$ cat config.mk
export PLATFORM = sky130hd
export DESIGN_NAME = osd_top
export DESIGN_NICKNAME = d
export VERILOG_FILES = /design/src/hdl/osd_pkg.sv /design/src/hdl/osd_top.sv /design/src/hdl/pixel_dither_565.sv /design/src/hdl/osd_window_layer.sv /design/src/hdl/video_timing.sv
export SDC_FILE = /design/constraint.sdc
export NUM_CORES = 1
export LEC_CHECK = 0
export ABC_CLOCK_PERIOD_IN_PS = 2100
export BUFFER_PORTS_ARGS = -buffer_cell sky130_fd_sc_hd__buf_2
export CORE_MARGIN = 4
export CORE_UTILIZATION = 40
export CTS_BUF_LIST = sky130_fd_sc_hd__clkbuf_4
export CTS_CLUSTER_DIAMETER = 120
export CTS_CLUSTER_SIZE = 20
export DETAILED_ROUTE_END_ITERATION = 6
export HOLD_SLACK_MARGIN = 0.08
export PLACE_DENSITY = 0.55
export REMOVE_ABC_BUFFERS = 1
export SLEW_MARGIN = 10
export SYNTH_ARGS = -nofsm -noshare
export SYNTH_HDL_FRONTEND = slang
export SYNTH_SLANG_ARGS = --single-unit
$ cat constraint.sdc
create_clock -name clk_pixel -period 2.1 [get_ports clk_pixel]
set_input_delay 0.105 -clock clk_pixel [delete_from_list [all_inputs] [get_ports clk_pixel]]
set_output_delay 0.105 -clock clk_pixel [all_outputs]
set_load 0.1 [all_outputs]
$ cat src/hdl/osd_pkg.sv
// shared pixel, colour and window types for the OSD overlay pipeline, imported by every RTL block
package osd_pkg;

  // screen coordinate width, enough for 1023 pixels or lines
  localparam int COORD_W = 10;

  // bits per colour channel on the stream
  localparam int COLOR_W = 8;

  // channel widths of the packed 5-6-5 output
  localparam int R5_W = 5;
  localparam int G6_W = 6;
  localparam int B5_W = 5;

  // per-layer window arrays at the top are sized by this
  localparam int N_LAYERS_MAX = 4;

  typedef struct packed {
    logic [COLOR_W-1:0] r;
    logic [COLOR_W-1:0] g;
    logic [COLOR_W-1:0] b;
    logic               hsync;
    logic               vsync;
    logic               blank;
  } video_pixel_t;

  typedef struct packed {
    logic [R5_W-1:0] r;
    logic [G6_W-1:0] g;
    logic [B5_W-1:0] b;
  } rgb565_t;

  // colours are {r, g, b} with red in the top byte
  typedef struct packed {
    logic [COORD_W-1:0]   x_start;
    logic [COORD_W-1:0]   x_stop;
    logic [COORD_W-1:0]   y_start;
    logic [COORD_W-1:0]   y_stop;
    logic [3*COLOR_W-1:0] border_color;
    logic [3*COLOR_W-1:0] fill_color;
  } window_cfg_t;

  // stream value held in reset and idle
  localparam video_pixel_t PIXEL_IDLE = '{r: '0, g: '0, b: '0, hsync: 1'b0, vsync: 1'b0,
                                          blank: 1'b1};

endpackage
$ cat src/hdl/osd_top.sv
// top level of the OSD subsystem: timing source, chain of window layers and 5-6-5 dither output
`timescale 1ns/1ns

module osd_top
  import osd_pkg::*;
#(
  parameter int H_ACTIVE = 640,
  parameter int H_FRONT  = 16,
  parameter int H_SYNC   = 96,
  parameter int H_BACK   = 48,
  parameter int V_ACTIVE = 480,
  parameter int V_FRONT  = 10,
  parameter int V_SYNC   = 2,
  parameter int V_BACK   = 33,
  parameter int N_LAYERS = 2,
  // element k configures layer k, unused entries are ignored
  parameter window_cfg_t [N_LAYERS_MAX-1:0] WINDOWS = '0
)
(
  input  logic    clk_pixel,
  input  logic    i_rst_n,
  input  logic    i_pixel_ena,
  output rgb565_t o_pix,
  output logic    o_hsync,
  output logic    o_vsync,
  output logic    o_blank
);

  // layer_bus[k] feeds layer k, the last entry feeds the dither stage
  video_pixel_t layer_bus [N_LAYERS+1];

  video_timing #(
    .H_ACTIVE (H_ACTIVE),
    .H_FRONT  (H_FRONT),
    .H_SYNC   (H_SYNC),
    .H_BACK   (H_BACK),
    .V_ACTIVE (V_ACTIVE),
    .V_FRONT  (V_FRONT),
    .V_SYNC   (V_SYNC),
    .V_BACK   (V_BACK)
  ) u_timing (
    .clk_pixel   (clk_pixel),
    .i_rst_n     (i_rst_n),
    .i_pixel_ena (i_pixel_ena),
    .o_pixel     (layer_bus[0])
  );

  // higher index layers sit later in the chain and win on overlap
  for (genvar k = 0; k < N_LAYERS; k++)
  begin : g_layer
    osd_window_layer #(
      .WINDOW (WINDOWS[k])
    ) u_layer (
      .clk_pixel   (clk_pixel),
      .i_rst_n     (i_rst_n),
      .i_pixel_ena (i_pixel_ena),
      .i_pixel     (layer_bus[k]),
      .o_pixel     (layer_bus[k+1])
    );
  end

  pixel_dither_565 u_dither (
    .clk_pixel   (clk_pixel),
    .i_rst_n     (i_rst_n),
    .i_pixel_ena (i_pixel_ena),
    .i_pixel     (layer_bus[N_LAYERS]),
    .o_pix       (o_pix),
    .o_hsync     (o_hsync),
    .o_vsync     (o_vsync),
    .o_blank     (o_blank)
  );

endmodule

$ cat src/hdl/pixel_dither_565.sv
// output stage applying a 2x2 ordered dither and packing the stream to RGB 5-6-5
`timescale 1ns/1ns

module pixel_dither_565
  import osd_pkg::*;
(
  input  logic         clk_pixel,
  input  logic         i_rst_n,
  input  logic         i_pixel_ena,
  input  video_pixel_t i_pixel,
  output rgb565_t      o_pix,
  output logic         o_hsync,
  output logic         o_vsync,
  output logic         o_blank
);

  logic               hsync_prev;
  logic               hsync_rise;
  logic               line_active;
  logic               col_par;
  logic               row_par;
  logic [1:0]         bayer;
  logic [COLOR_W-1:0] r_sat;
  logic [COLOR_W-1:0] g_sat;
  logic [COLOR_W-1:0] b_sat;

  // add with clamp at full scale
  function automatic logic [COLOR_W-1:0] sat_add(input logic [COLOR_W-1:0] value,
                                                 input logic [2:0] offset);
    logic [COLOR_W:0] sum;
    sum = {1'b0, value} + (COLOR_W + 1)'(offset);
    return sum[COLOR_W] ? {COLOR_W{1'b1}} : sum[COLOR_W-1:0];
  endfunction

  assign hsync_rise = i_pixel.hsync & ~hsync_prev;

  always_comb
  begin
    // index is {row, column}
    case ({row_par, col_par})
      2'b00:   bayer = 2'd0;
      2'b01:   bayer = 2'd2;
      2'b10:   bayer = 2'd3;
      default: bayer = 2'd1;
    endcase
    r_sat = sat_add(i_pixel.r, {bayer, 1'b0});
    g_sat = sat_add(i_pixel.g, {1'b0, bayer});
    b_sat = sat_add(i_pixel.b, {bayer, 1'b0});
  end

  always_ff @(posedge clk_pixel)
  begin
    if (!i_rst_n)
    begin
      hsync_prev  <= 1'b0;
      line_active <= 1'b0;
      col_par     <= 1'b0;
      row_par     <= 1'b0;
      o_pix       <= '0;
      o_hsync     <= 1'b0;
      o_vsync     <= 1'b0;
      o_blank     <= 1'b1;
    end
    else if (i_pixel_ena)
    begin
      hsync_prev <= i_pixel.hsync;
      if (hsync_rise)
      begin
        col_par     <= 1'b0;
        line_active <= 1'b0;
        if (line_active)
          row_par <= ~row_par;
      end
      else if (!i_pixel.blank)
      begin
        col_par     <= ~col_par;
        line_active <= 1'b1;
      end
      if (i_pixel.vsync)
        row_par <= 1'b0;

      if (i_pixel.blank)
        o_pix <= '0;
      else
        o_pix <= '{r: r_sat[COLOR_W-1 -: R5_W], g: g_sat[COLOR_W-1 -: G6_W],
                   b: b_sat[COLOR_W-1 -: B5_W]};
      o_hsync <= i_pixel.hsync;
      o_vsync <= i_pixel.vsync;
      o_blank <= i_pixel.blank;
    end
  end

endmodule

$ cat src/hdl/osd_window_layer.sv
// one OSD window layer that draws a bordered, filled rectangle over the incoming stream
`timescale 1ns/1ns

module osd_window_layer
  import osd_pkg::*;
#(
  parameter window_cfg_t WINDOW = '0
)
(
  input  logic         clk_pixel,
  input  logic         i_rst_n,
  input  logic         i_pixel_ena,
  input  video_pixel_t i_pixel,
  output video_pixel_t o_pixel
);

  // border thickness in pixels
  localparam int BORDER = 2;

  localparam logic [COORD_W-1:0] X_INNER_LO = WINDOW.x_start + COORD_W'(BORDER);
  localparam logic [COORD_W-1:0] X_INNER_HI = WINDOW.x_stop - COORD_W'(BORDER);
  localparam logic [COORD_W-1:0] Y_INNER_LO = WINDOW.y_start + COORD_W'(BORDER);
  localparam logic [COORD_W-1:0] Y_INNER_HI = WINDOW.y_stop - COORD_W'(BORDER);

  logic                 hsync_prev;
  logic                 hsync_rise;
  logic                 line_active;
  logic [COORD_W-1:0]   x_cnt;
  logic [COORD_W-1:0]   y_cnt;
  logic                 x_in;
  logic                 y_in;
  logic                 in_window;
  logic                 on_border;
  logic [3*COLOR_W-1:0] draw_rgb;

  assign hsync_rise = i_pixel.hsync & ~hsync_prev;

  // x counts unblanked pixels since hsync rise, y counts lines that had any
  always_ff @(posedge clk_pixel)
  begin
    if (!i_rst_n)
    begin
      hsync_prev  <= 1'b0;
      line_active <= 1'b0;
      x_cnt       <= '0;
      y_cnt       <= '0;
    end
    else if (i_pixel_ena)
    begin
      hsync_prev <= i_pixel.hsync;
      if (hsync_rise)
      begin
        x_cnt       <= '0;
        line_active <= 1'b0;
        if (line_active)
          y_cnt <= y_cnt + 1'b1;
      end
      else if (!i_pixel.blank)
      begin
        x_cnt       <= x_cnt + 1'b1;
        line_active <= 1'b1;
      end
      // vsync overrides any line increment
      if (i_pixel.vsync)
        y_cnt <= '0;
    end
  end

  always_comb
  begin
    x_in      = (x_cnt >= WINDOW.x_start) && (x_cnt < WINDOW.x_stop);
    y_in      = (y_cnt >= WINDOW.y_start) && (y_cnt < WINDOW.y_stop);
    in_window = ~i_pixel.blank & x_in & y_in;
    on_border = (x_cnt < X_INNER_LO) || (x_cnt >= X_INNER_HI) ||
                (y_cnt < Y_INNER_LO) || (y_cnt >= Y_INNER_HI);
    draw_rgb  = {i_pixel.r, i_pixel.g, i_pixel.b};
    if (in_window)
    begin
      if (on_border)
        draw_rgb = WINDOW.border_color;
      else
        draw_rgb = WINDOW.fill_color;
    end
  end

  // colour and syncs move together, one enabled cycle late
  always_ff @(posedge clk_pixel)
  begin
    if (!i_rst_n)
    begin
      o_pixel <= PIXEL_IDLE;
    end
    else if (i_pixel_ena)
    begin
      {o_pixel.r, o_pixel.g, o_pixel.b} <= draw_rgb;
      o_pixel.hsync <= i_pixel.hsync;
      o_pixel.vsync <= i_pixel.vsync;
      o_pixel.blank <= i_pixel.blank;
    end
  end

endmodule

$ cat src/hdl/video_timing.sv
// raster timing generator producing syncs, blank and a coordinate test pattern for the OSD chain
`timescale 1ns/1ns

module video_timing
  import osd_pkg::*;
#(
  parameter int H_ACTIVE = 640,
  parameter int H_FRONT  = 16,
  parameter int H_SYNC   = 96,
  parameter int H_BACK   = 48,
  parameter int V_ACTIVE = 480,
  parameter int V_FRONT  = 10,
  parameter int V_SYNC   = 2,
  parameter int V_BACK   = 33
)
(
  input  logic         clk_pixel,
  input  logic         i_rst_n,
  input  logic         i_pixel_ena,
  output video_pixel_t o_pixel
);

  // region boundaries, each one the first count of its region
  localparam logic [COORD_W-1:0] H_SYNC_START = COORD_W'(H_ACTIVE + H_FRONT);
  localparam logic [COORD_W-1:0] H_SYNC_END   = COORD_W'(H_ACTIVE + H_FRONT + H_SYNC);
  localparam logic [COORD_W-1:0] H_LAST       = COORD_W'(H_ACTIVE + H_FRONT + H_SYNC + H_BACK - 1);
  localparam logic [COORD_W-1:0] V_SYNC_START = COORD_W'(V_ACTIVE + V_FRONT);
  localparam logic [COORD_W-1:0] V_SYNC_END   = COORD_W'(V_ACTIVE + V_FRONT + V_SYNC);
  localparam logic [COORD_W-1:0] V_LAST       = COORD_W'(V_ACTIVE + V_FRONT + V_SYNC + V_BACK - 1);
  localparam logic [COORD_W-1:0] H_ACT_END    = COORD_W'(H_ACTIVE);
  localparam logic [COORD_W-1:0] V_ACT_END    = COORD_W'(V_ACTIVE);

  logic [COORD_W-1:0] h_cnt;
  logic [COORD_W-1:0] v_cnt;
  logic               active;
  logic               hsync_on;
  logic               vsync_on;

  assign active   = (h_cnt < H_ACT_END) && (v_cnt < V_ACT_END);
  assign hsync_on = (h_cnt >= H_SYNC_START) && (h_cnt < H_SYNC_END);
  assign vsync_on = (v_cnt >= V_SYNC_START) && (v_cnt < V_SYNC_END);

  always_ff @(posedge clk_pixel)
  begin
    if (!i_rst_n)
    begin
      h_cnt   <= '0;
      v_cnt   <= '0;
      o_pixel <= PIXEL_IDLE;
    end
    else if (i_pixel_ena)
    begin
      if (h_cnt == H_LAST)
      begin
        h_cnt <= '0;
        if (v_cnt == V_LAST)
          v_cnt <= '0;
        else
          v_cnt <= v_cnt + 1'b1;
      end
      else
      begin
        h_cnt <= h_cnt + 1'b1;
      end

      o_pixel.hsync <= hsync_on;
      o_pixel.vsync <= vsync_on;
      o_pixel.blank <= ~active;
      if (active)
      begin
        // r = x*8, g = y*16, both wrapping at 8 bits
        o_pixel.r <= COLOR_W'({h_cnt, 3'b000});
        o_pixel.g <= COLOR_W'({v_cnt, 4'b0000});
        o_pixel.b <= COLOR_W'(8'h40);
      end
      else
      begin
        o_pixel.r <= '0;
        o_pixel.g <= '0;
        o_pixel.b <= '0;
      end
    end
  end

endmodule

-- After elaboration in Yosys (flattened, before gate mapping)
Index checks and enable logic that the tools add are counted.
- flip-flop bits (word level): 165
- bits of input ports: 3
- word-level logic and storage cells: 132
- add/subtract/negate cells: 9
- order comparisons: 14
- eq/ne operators: 7
- muxes and demuxes: 31
- bitwise operators: 15
- reductions and logical operators: 21
- operators with widths (cell ; count):
    $mux 10 ; 12
    $mux 24 ; 3
    $add 10x1->10 const B ; 6
    $ge 10x1->1 const B ; 4
    $lt 10x1->1 const B ; 4
    $mux 8 ; 3
    $eq 10x10->1 const B ; 2
    $lt 10x10->1 const B ; 2
    $lt 10x9->1 const B ; 2
    $add 8x3->9 ; 2
    $mux 16 ; 1
    $reduce_bool 2->1 ; 6
    $mux 1 ; 11
    $ge 10x10->1 const B ; 1
    $ge 10x9->1 const B ; 1
    $add 8x2->9 ; 1
    $reduce_and 3->1 ; 3
    $not 1->1 ; 8
    $reduce_and 2->1 ; 4
    $and 1x1->1 ; 7
    $logic_and 1x1->1 ; 7
    $ne 2x1->1 const B ; 3
    $pmux 2 s3 ; 1
    $eq 2x1->1 const B ; 1
    other kinds (2) ; 2

-- Depth between registers and ports, before layout
Gate-level depths: netlist of the first run.
- word-level depth: 5
- mapped depth: 6
- gate-level depth less buffers: 6

-- Modules after synthesis
A second synthesis of the first run with hierarchy kept.
- cell total of the unflattened synthesis: 514
- area total of the unflattened synthesis: 4979.8 µm²
- by module, submodules not included (module ; times used ; cells each ; area an instance (µm²)):
    osd_window_layer ; 2 ; 87 ; 1043.5
    video_timing ; 1 ; 195 ; 1686.6
    pixel_dither_565 ; 1 ; 145 ; 1206.2

-- Worst setup path after synthesis of the first run
Ideal clock, no wire load.
- path kind: register to register
- start: register u_timing.h_cnt[0]
- end: register u_timing.v_cnt[8]
- library setup time: 71 ps
- arrival: 1694 ps
- data required time: 2029 ps
- slack: 335 ps
- cell stages (with the launch flop): 6
- period minus slack after synthesis: 1765 ps
- cells stage by stage: dfxtp_1 ha_1 nand4_2 or4_4 or3_1 a21oi_1
- cells in the longest elaborated chain, start to end: 2
- RTL lines (what ; line ; source):
    start, declared ; video_timing.sv:33 ; logic [COORD_W-1:0] h_cnt;
    start signal, assigned ; video_timing.sv:63 ; h_cnt <= h_cnt + 1'b1;
    $eq 10x10->1 ; video_timing.sv:53 ; if (h_cnt == H_LAST)
    $reduce_and 2->1 (no line) ; - ;
    end signal, assigned ; video_timing.sv:59 ; v_cnt <= v_cnt + 1'b1;
    end, declared ; video_timing.sv:34 ; logic [COORD_W-1:0] v_cnt;
No other way between the ends.
A chain may end at the register's enable or synchronous reset.

-- Final worst setup path of the first run
- start: register u_timing.h_cnt[1]
- end: register u_timing.v_cnt[8]
Same word-level chain as after synthesis.

==> impl_metrics.csv, run 1 <==
group,metric,value,unit
global_routing,antenna_found_initial,0,
route,routedWlPerCell,12.64,µm
flow_run,maxCapViolations,0,
worst_setup_path,crit_start,"u_timing.h_cnt[1]",
die,row_count,30,
power,ir_drop,0.4286,mV
clock_network,numCtsBuffers,9,
sta,maxSlewHeadroom,0.5873,
cells_and_area,syn2layout_area_growth,10.36,%
worst_setup_path,start_kind,"flip-flop",
route,drc,0,
route,drtIter0Drc,85,
route,drtPass1Iterations,4,
clock_network,cts_tree,"yes",
global_routing,grt_pass1_wl,9446,µm
sta,slew_viol_final,0,
power,power_frac_seq,0.587,
worst_setup_path,reg2reg_to,"u_timing.v_cnt[8]",
worst_setup_path,cpMaxStageDelayCell,"or4_4",
worst_setup_path,reg2reg_from,"u_timing.h_cnt[1]",
worst_setup_path,r2r_cells,5,
placed_design,hpwl,3687,µm
clock_network,htreeDepth,3,
global_routing,overflow,0,
global_routing,grt_start_max_net_pins,42,
placed_design,dp.cells,418,
die,start_util,0.4225,
sta,setup_violations,0,
power,p_clk_frac,0.348,
sta,tightestPinTransition,0.6184,ns
clock_network,cts_root_buf,"clkbuf_4",
worst_setup_path,critPathCapture,"u_timing.v_cnt[8]",
yosys,synthTopCellsByArea,"dfxtp_1, mux2i_1, nor2_1",
yosys,ys_warn_count,0,
die,io_pins,22,
sta,skew,0.01618,ns
placed_design,io_buffer_count,15,
worst_setup_path,critPathKind,"reg -> reg",
clock_network,post_cts_buffers,0,
worst_setup_path,cp.required,2.45,ns
yosys,synth_common_cells,"dfxtp_1, nor2_1, mux2i_1",
worst_setup_path,critPathArrivalTime,2.27,ns
clock_network,path_clk_slew,0.12,ns
power,p_int,1.767,mW
sta,max_freq,0.5217,GHz
sta,finalHoldViolCount,0,
worst_setup_path,cp_cell_sequence,"ha_1 > nand4_2 > or4_4 > or3_1 > a21oi_1",
cells_and_area,fin_cells,434,
cells_and_area,nNetsFinal,342,
sta,rsz0062_at_grt,"false",
yosys,syn_inst,319,
cells_and_area,diodes,0,
clock_network,clock_sinks,72,
power,netSwitchingFraction,0.2527,
clock_network,cts_buffer_depth,2,
yosys,async_flop_share,0,
route,ant_nets,0,
yosys,synth_edf_count,0,
route,via_count,2172,
die,die_area,8769,µm²
worst_setup_path,r2r_slack,0.18,ns
cells_and_area,post-route-util,0.4663,
yosys,postSynthAreaPerCell,9.198,µm²
worst_setup_path,worst-path-max-fanout,5,
power,p_leak,1.316,nW
yosys,synth_top_flop_cell,"dfxtp_1",
yosys,netlist_area,2934,µm²
cells_and_area,drive_gt1_frac,0.1302,
die,die_w,93.65,µm
sta,finalSetupTns,0,ns
die,die_h,93.65,µm
die,core,6944,µm²
route,routed_wl,5485,µm
worst_setup_path,slowest_delay,0.57,ns
yosys,yosys.area.top_type,"dfxtp_1",
sta,period_share,0.9127,
worst_setup_path,endpoint_kind,"flip-flop",
run_status,outcome,"completed",
yosys,ys_ff_latch,72,
global_routing,track_usage,0.1370,
clock_network,insertion_delay,0.41,ns
power,comb_power_share,0.064,
yosys,synth_top_area_frac,0.4913,
yosys,synth-seq-area-share,0.4913,
worst_hold_path,min_path_type,"reg -> reg",
power,power.density,730.3,nW/µm²
route,vias_per_cell,5.005,
power,switching_power,597.6,µW
yosys,yosysMostFrequentCell,"dfxtp_1",
placed_design,gp_congestion,0.7754,
global_routing,first_global_vias,2012,
yosys,yosysUniqueCellTypes,46,
sta,finalCriticalPeriod,1.917,ns
-- sequential cells by signal (all words and copies together) (netlist names) --
| name | cells |
|---|---|
| u_dither.o_vsync | 1 |
| u_timing.v_cnt | 10 |
| u_timing.h_cnt | 10 |
| u_dither.o_hsync | 1 |
| u_dither.o_blank | 1 |
| g_layer.u_layer.hsync_prev | 1 |
| g_layer.u_layer.o_pixel | 25 |
| u_timing.o_pixel | 13 |
| u_dither.o_pix | 10 |
-- power groups by stage --
stage | clock network [mW] | logic [mW] | registers, mW
2_1_floorplan | 0 | 0.0961 | 1.42
3_3_place_gp | 0 | 0.151 | 1.42
3_5_place_dp | 0 | 0.152 | 1.42
4_1_cts | 0.862 | 0.155 | 1.39
5_1_grt | 0.913 | 0.164 | 1.39
6_report | 0.824 | 0.152 | 1.39
-- critical path, delay by kind of cell, from the launching register on --
kind,cells,cell delay (ns)
AND/OR/NAND/NOR,3,1.07
flip-flops,1,0.42
adder cells (fa/ha/maj),1,0.24
AO/OA/AOI/OAI,1,0.14
-- cell usage in the layout, fill, tap and decap left out, types with 5 or more instances in the layout --
master and count:
nor2b_1 13, buf_2 15, nand3_1 8, conb_1 6, mux2i_1 30, xor2_1 6
clkbuf_4 9, buf_4 5, nor2_1 61, nand2_1 15, dfxtp_1 72, a21oi_1 24
o21ai_0 6, nand4_1 5, inv_1 5
-- how the worst min path moves through the flow --
stage	from	to	slack, ns	cells past startpoint
after CTS	u_dither.o_pix[15]	u_dither.o_pix[15]	0.47	2
after detailed placement	i_rst_n	g_layer[0].u_layer.o_pixel[0]	0.42	2
final	u_dither.o_pix[15]	u_dither.o_pix[15]	0.47	2
after global placement	i_rst_n	g_layer[0].u_layer.o_pixel[0]	0.42	2
after floorplan	i_rst_n	g_layer[0].u_layer.o_pixel[0]	0.17	1
after global routing	u_timing.o_pixel[1]	u_timing.o_pixel[1]	0.51	2
-- what timing repair did --
| action | 4_1_cts | 5_1_grt |
|---|---|---|
| resized for setup | 0 | 0 |
| endpoints found under the hold margin | 8 | 0 |
| hold buffers | 2 | 0 |
-- per-stage QoR --
step	power [mW]	worst slack (ns)	hold slack, ns	area (µm²)
6_report	2.365	0.1834	0.4700	3238
5_1_grt	2.469	0.02695	0.5052	3238
4_1_cts	2.406	0.1850	0.4745	3238
3_5_place_dp	1.572	0.2036	0.4210	3092
3_3_place_gp	1.570	0.2446	0.4200	3092
2_1_floorplan	1.514	0.3008	0.1669	2839
-- layer usage --
metal / global-route usage / vias to the layer above / share of wire
met4: 0.05415 / 0 / 0.013
met3: 0.04103 / 6 / 0.032
met2: 0.2162 / 24 / 0.46
met1: 0.1752 / 1033 / 0.49
met5: 0 / - / 0
li1: - / 1109 / -
-- kinds of logic (layout without fill, tap and decap cells) --
kind of cell,Yosys count,after routing,synth area share
other,1,6,0.001278
and+or+nand+nor,135,135,0.2397
adders and majority gates,4,4,0.01706
buffers and inverters,29,43,0.04648
DFF,72,72,0.4913
xor gates and xnor gates,9,9,0.02687
muxes,30,30,0.1023
AOI/OAI and AO/OA,39,39,0.07506
-- final cells by class --
type,instances,area [µm²]
Clock buffer,9,67.56
Clock inverter,5,58.81
Fill cell,690,3706
Inverter,6,22.52
Multi-Input combinational cell,223,1375
Sequential cell,72,1441
Tap cell,96,120.1
Timing Repair Buffer,23,152.6
(Power assumes the default switching activity.)
==> inputs of run 2 (changes only) <==
PLACE_DENSITY = 0.54   (was 0.55)
SYNTH_HIERARCHICAL = 1   (was default)
==> impl_metrics.csv, run 2 <==
group,metric,value,unit
run_status,outcome,"completed",
yosys,netlist_area,4820,µm²
worst_setup_path,crit_start,"u_timing/h_cnt[1]",
placed_design,place_area,4977,µm²
cells_and_area,final_common_cell,"dfxtp_1",
clock_network,path_clk_slew,0.14,ns
global_routing,overflow,0,
die,die_w,117.8,µm
clock_network,htreeDepth,3,
worst_setup_path,critPathArrivalTime,2.36,ns
clock_network,cts_tree,"yes",
die,die_h,117.8,µm
worst_hold_path,hp-start,"i_pixel_ena",
power,power,3.164,mW
clock_network,cts_root_buf,"clkbuf_4",
die,core,11610,µm²
die,die_area,13870,µm²
worst_setup_path,worst-path-max-fanout,5,
worst_setup_path,endpoint_kind,"flip-flop",
route,drtPass1Iterations,4,
global_routing,grt_pass1_wl,15970,µm
clock_network,clock_sinks,105,
worst_setup_path,critPathCapture,"u_timing/v_cnt[5]",
cells_and_area,final_cell_mix,"dfxtp_1, nor2b_1, mux2i_1",
placed_design,hpwl,6388,µm
route,routedWlPerCell,13.60,µm
worst_setup_path,r2r_slack,0.12,ns
sta,finalSetupTns,0,ns
worst_hold_path,min_path_type,"in -> reg",
sta,max_freq,0.5053,GHz
placed_design,post-place-ws,0.09078,ns
sta,slew_viol_final,0,
sta,tightestPinTransition,0.8656,ns
cells_and_area,drive_gt1_frac,0.1160,
cells_and_area,largestRegisters,"g_layer.u_layer/o_pixel: 50 flops, u_dither/o_pix: 16 flops, u_timing/o_pixel: 13 flops",
global_routing,antenna_found_initial,1,
sta,skew,0.008180,ns
sta,setup_violations,0,
route,via_count,3373,
worst_setup_path,reg2reg_to,"u_timing/v_cnt[5]",
global_routing,track_usage,0.1395,
cells_and_area,final_area,5105,µm²
route,routed_wl,9115,µm
power,p_leak,2.002,nW
worst_setup_path,r2r_cells,5,
sta,fin_ws,0.1208,ns
die,io_pins,22,
clock_network,numCtsBuffers,9,
placed_design,gp_congestion,0.7760,
sta,maxSlewHeadroom,0.4208,
flow_run,maxCapViolations,0,
worst_setup_path,cp.required,2.48,ns
cells_and_area,nFillCells,1148,
yosys,postSynthAreaPerCell,9.639,µm²
route,drc,0,
yosys,syn_inst,500,
worst_setup_path,start_kind,"flip-flop",
worst_setup_path,reg2reg_from,"u_timing/h_cnt[1]",
power,power.density,619.7,nW/µm²
placed_design,io_buffer_count,21,
global_routing,grt_start_max_net_pins,61,
sta,rsz0062_at_grt,"false",
yosys,ys_warn_count,6,
global_routing,first_global_vias,3224,
power,ir_drop,0.4129,mV
worst_setup_path,critPathKind,"reg -> reg",
cells_and_area,nNetsFinal,531,
sta,period_share,0.9425,
clock_network,post_cts_buffers,0,
cells_and_area,top_register,"g_layer.u_layer/o_pixel",
route,vias_per_cell,5.034,
route,drtIter0Drc,200,
die,row_count,39,
cells_and_area,largest_reg_flops,50,
cells_and_area,syn2layout_area_growth,5.919,%
clock_network,cts_buffer_depth,2,
route,ant_nets,0,
clock_network,insertion_delay,0.43,ns
die,start_util,0.4150,
sta,hold_ws,0.2243,ns
sta,finalCriticalPeriod,1.979,ns
sta,finalHoldViolCount,0,
run 2: repair_timing:
item,4_1_cts,5_1_grt
endpoints found under the setup margin,0,3
endpoints found under the hold margin,1,0
hold buffers,1,0
resized for setup,0,2
run 2: final cells by class:
type	instances	area, µm²	share of cell area
well taps	143	178.9	0.03505
clock inverters	1	3.754	0.0007353
flip-flops and latches	105	2103	0.4120
clock buffers	14	105.1	0.02059
diodes	1	2.502	0.0004902
repair buffers	35	227.7	0.04461
multi-input cells	357	2431	0.4762
inverters	14	52.55	0.01029
run 2: critical path, stage by stage, from the launching register on:
cell	delay, ns
dfxtp_2	0.38
ha_1	0.18
nand3_1	0.15
or4_4	0.57
or4_4	0.52
a21oi_2	0.14
run 2: worst min path at each step:
stage,to,depth (start not counted)
final,u_dither/o_pix[10],3
after global placement,u_dither/o_pix[5],2
after floorplan,g_layer[0].u_layer/o_pixel[0],1
after CTS,u_timing/v_cnt[1],5
after global routing,u_dither/o_pix[10],3
after detailed placement,u_dither/o_pix[5],2
run 2: through the flow:
stage                       util  cells
after global routing      0.4396    670
after CTS                 0.4388    669
after detailed placement  0.4286    653
after global placement    0.4286    653
final                     0.4396    670
after floorplan                -    476
run 2: metal layers:
metal	track usage	up-vias	wire, µm
li1	-	1762	-
met1	0.1855	1561	4556
met2	0.2192	42	4178
met3	0.03748	8	282
met4	0.04762	0	98
met5	0	-	0
run 2: where the power goes:
group,switching (mW),internal (mW)
Combinational,0.125,0.0894
Sequential,0.0269,2.03
Clock,0.589,0.304
==> inputs of run 3 (changes only) <==
ABC_CLOCK_PERIOD_IN_PS = 2250   (was 2100)
clock period = 2.25 ns   (was 2.1 ns; I/O delays follow)
==> impl_metrics.csv, run 3 (synthesis gave the netlist of run 2 again) <==
group,metric,value,unit
sta,tightestPinTransition,0.8765,ns
cells_and_area,multi_input_area,2426,µm²
sta,max_freq,0.4649,GHz
die,die_area,13870,µm²
worst_setup_path,cp_top_family,"simple AND/OR/NAND/NOR gates",
clock_network,clock_sinks,105,
cells_and_area,largest_reg_flops,50,
placed_design,gp_congestion,0.7909,
worst_setup_path,cpMaxStageDelayCell,"or4_4",
cells_and_area,nFillCells,1170,
die,start_util,0.4150,
cells_and_area,diodes,0,
worst_setup_path,critPathArrivalTime,2.55,ns
route,drtPass1Iterations,4,
sta,finalCriticalPeriod,2.151,ns
cells_and_area,largestRegisters,"g_layer.u_layer/o_pixel: 50 flops, u_dither/o_pix: 16 flops, u_timing/o_pixel: 13 flops",
sta,slew_viol_final,0,
cells_and_area,nNetsFinal,528,
worst_setup_path,start_kind,"flip-flop",
worst_setup_path,cp.required,2.65,ns
cells_and_area,regArea,2103,µm²
global_routing,track_usage,0.1374,
route,routed_wl,9097,µm
route,drc,0,
worst_setup_path,endpoint_kind,"flip-flop",
worst_setup_path,slowest_delay,0.64,ns
worst_setup_path,cp_cell_sequence,"ha_1 > nand3_1 > or4_4 > or4_4 > a21oi_2",
clock_network,htreeDepth,3,
global_routing,grt_start_max_net_pins,58,
worst_hold_path,min_path_type,"in -> reg",
sta,finalHoldViolCount,0,
sta,setup_violations,0,
placed_design,hpwl,6248,µm
route,via_count,3447,
run_status,outcome,"completed",
die,die_h,117.8,µm
worst_setup_path,worst-path-max-fanout,10,
sta,finalSetupTns,0,ns
sta,period_share,0.9560,
die,row_count,39,
clock_network,cts_buffer_depth,2,
worst_setup_path,cp_num_buf_inv,0,
cells_and_area,syn2layout_area_growth,6.802,%
clock_network,cts_tree,"yes",
route,ant_nets,0,
sta,rsz0062_at_grt,"false",
power,ir_drop,0.3643,mV
clock_network,insertion_delay,0.46,ns
route,vias_per_cell,5.168,
clock_network,path_clk_slew,0.15,ns
power,power.density,638.3,nW/µm²
die,core,11610,µm²
worst_setup_path,cp_common_cell,"or4_4",
sta,hold_ws,0.2142,ns
cells_and_area,final_cell_mix,"dfxtp_1, nor2b_1, mux2i_1",
global_routing,first_global_vias,3201,
sta,skew,0.01309,ns
clock_network,cts_root_buf,"clkbuf_4",
power,p_leak,2.013,nW
cells_and_area,top_register,"g_layer.u_layer/o_pixel",
global_routing,overflow,0,
clock_network,numCtsBuffers,9,
route,drtIter0Drc,212,
placed_design,io_buffer_count,21,
route,routedWlPerCell,13.64,µm
worst_setup_path,critPathKind,"reg -> reg",
global_routing,grt_pass1_wl,15760,µm
cells_and_area,final_common_cell,"dfxtp_1",
placed_design,place_area,4955,µm²
die,die_w,117.8,µm
cells_and_area,final_area,5147,µm²
cells_and_area,drive_gt1_frac,0.1107,
flow_run,maxCapViolations,0,
sta,maxSlewHeadroom,0.4135,
die,io_pins,22,
global_routing,antenna_found_initial,0,
==> run 3: cell count changes in the layout (fill, tap and decap cells not counted), sizes merged <==
cell	delta
buf	-3
bufinv	+3
clkbuf	-4
clkinv	+1
clkinvlp	+1
diode	-1
==> run 3: worst paths after layout <==
path                                         from                 to  slack [ns]  cells after the start
worst max-delay path            u_timing/h_cnt[1]  u_timing/v_cnt[5]         0.1                      5
worst min-delay path                  i_pixel_ena  u_timing/v_cnt[0]        0.21                      5
worst max register to register  u_timing/h_cnt[1]  u_timing/v_cnt[5]         0.1                      5
worst min register to register  u_dither/o_pix[2]  u_dither/o_pix[2]        0.46                      2
==> run 3: area by class of cell <==
class,count,area share
clock buffer,10,0.01458
clock inverter,6,0.02066
inverter,14,0.01021
multi-input combinational,357,0.4713
sequential,105,0.4086
tap,143,0.03476
timing repair buffer,32,0.03986
==> run 3: through the flow <==
| stage | cells | util | setup WS, ns | power (mW) |
|---|---|---|---|---|
| after global placement | 650 | 0.4266 | 0.1751 | 2.156 |
| after floorplan | 476 | - | 0.2591 | 2.069 |
| final | 667 | 0.4432 | 0.09896 | 3.286 |
| after CTS | 667 | 0.4431 | 0.09243 | 3.349 |
| after global routing | 667 | 0.4432 | 0.005579 | 3.446 |
| after detailed placement | 650 | 0.4266 | 0.1380 | 2.161 |
==> run 3: worst reg2reg max path: stages, from the launching register on <==
cell and delay (ns):
dfxtp_1 0.42, ha_1 0.21, nand3_1 0.15, or4_4 0.64, or4_4 0.54, a21oi_2 0.14
==> run 3: what timing repair did <==
action,CTS,global route
endpoints found under the setup margin,0,1
endpoints found under the hold margin,3,0
resized for setup,0,1
setup buffers,0,0
hold buffers,1,0
==> run 3: metal layers <==
metal | global-route usage | share of wire | wire (µm) | vias up
li1 | - | - | - | 1766
met1 | 0.1803 | 0.51 | 4621 | 1640
met2 | 0.2167 | 0.45 | 4049 | 33
met3 | 0.04757 | 0.036 | 331 | 8
met4 | 0.03516 | 0.010 | 94 | 0
met5 | 0 | 0 | 0 | -
==> run 3: power breakdown <==
group	internal [mW]	switching, mW
Clock	0.570	0.596
Sequential	1.90	0.0266
Combinational	0.0828	0.115
Total	2.55	0.738
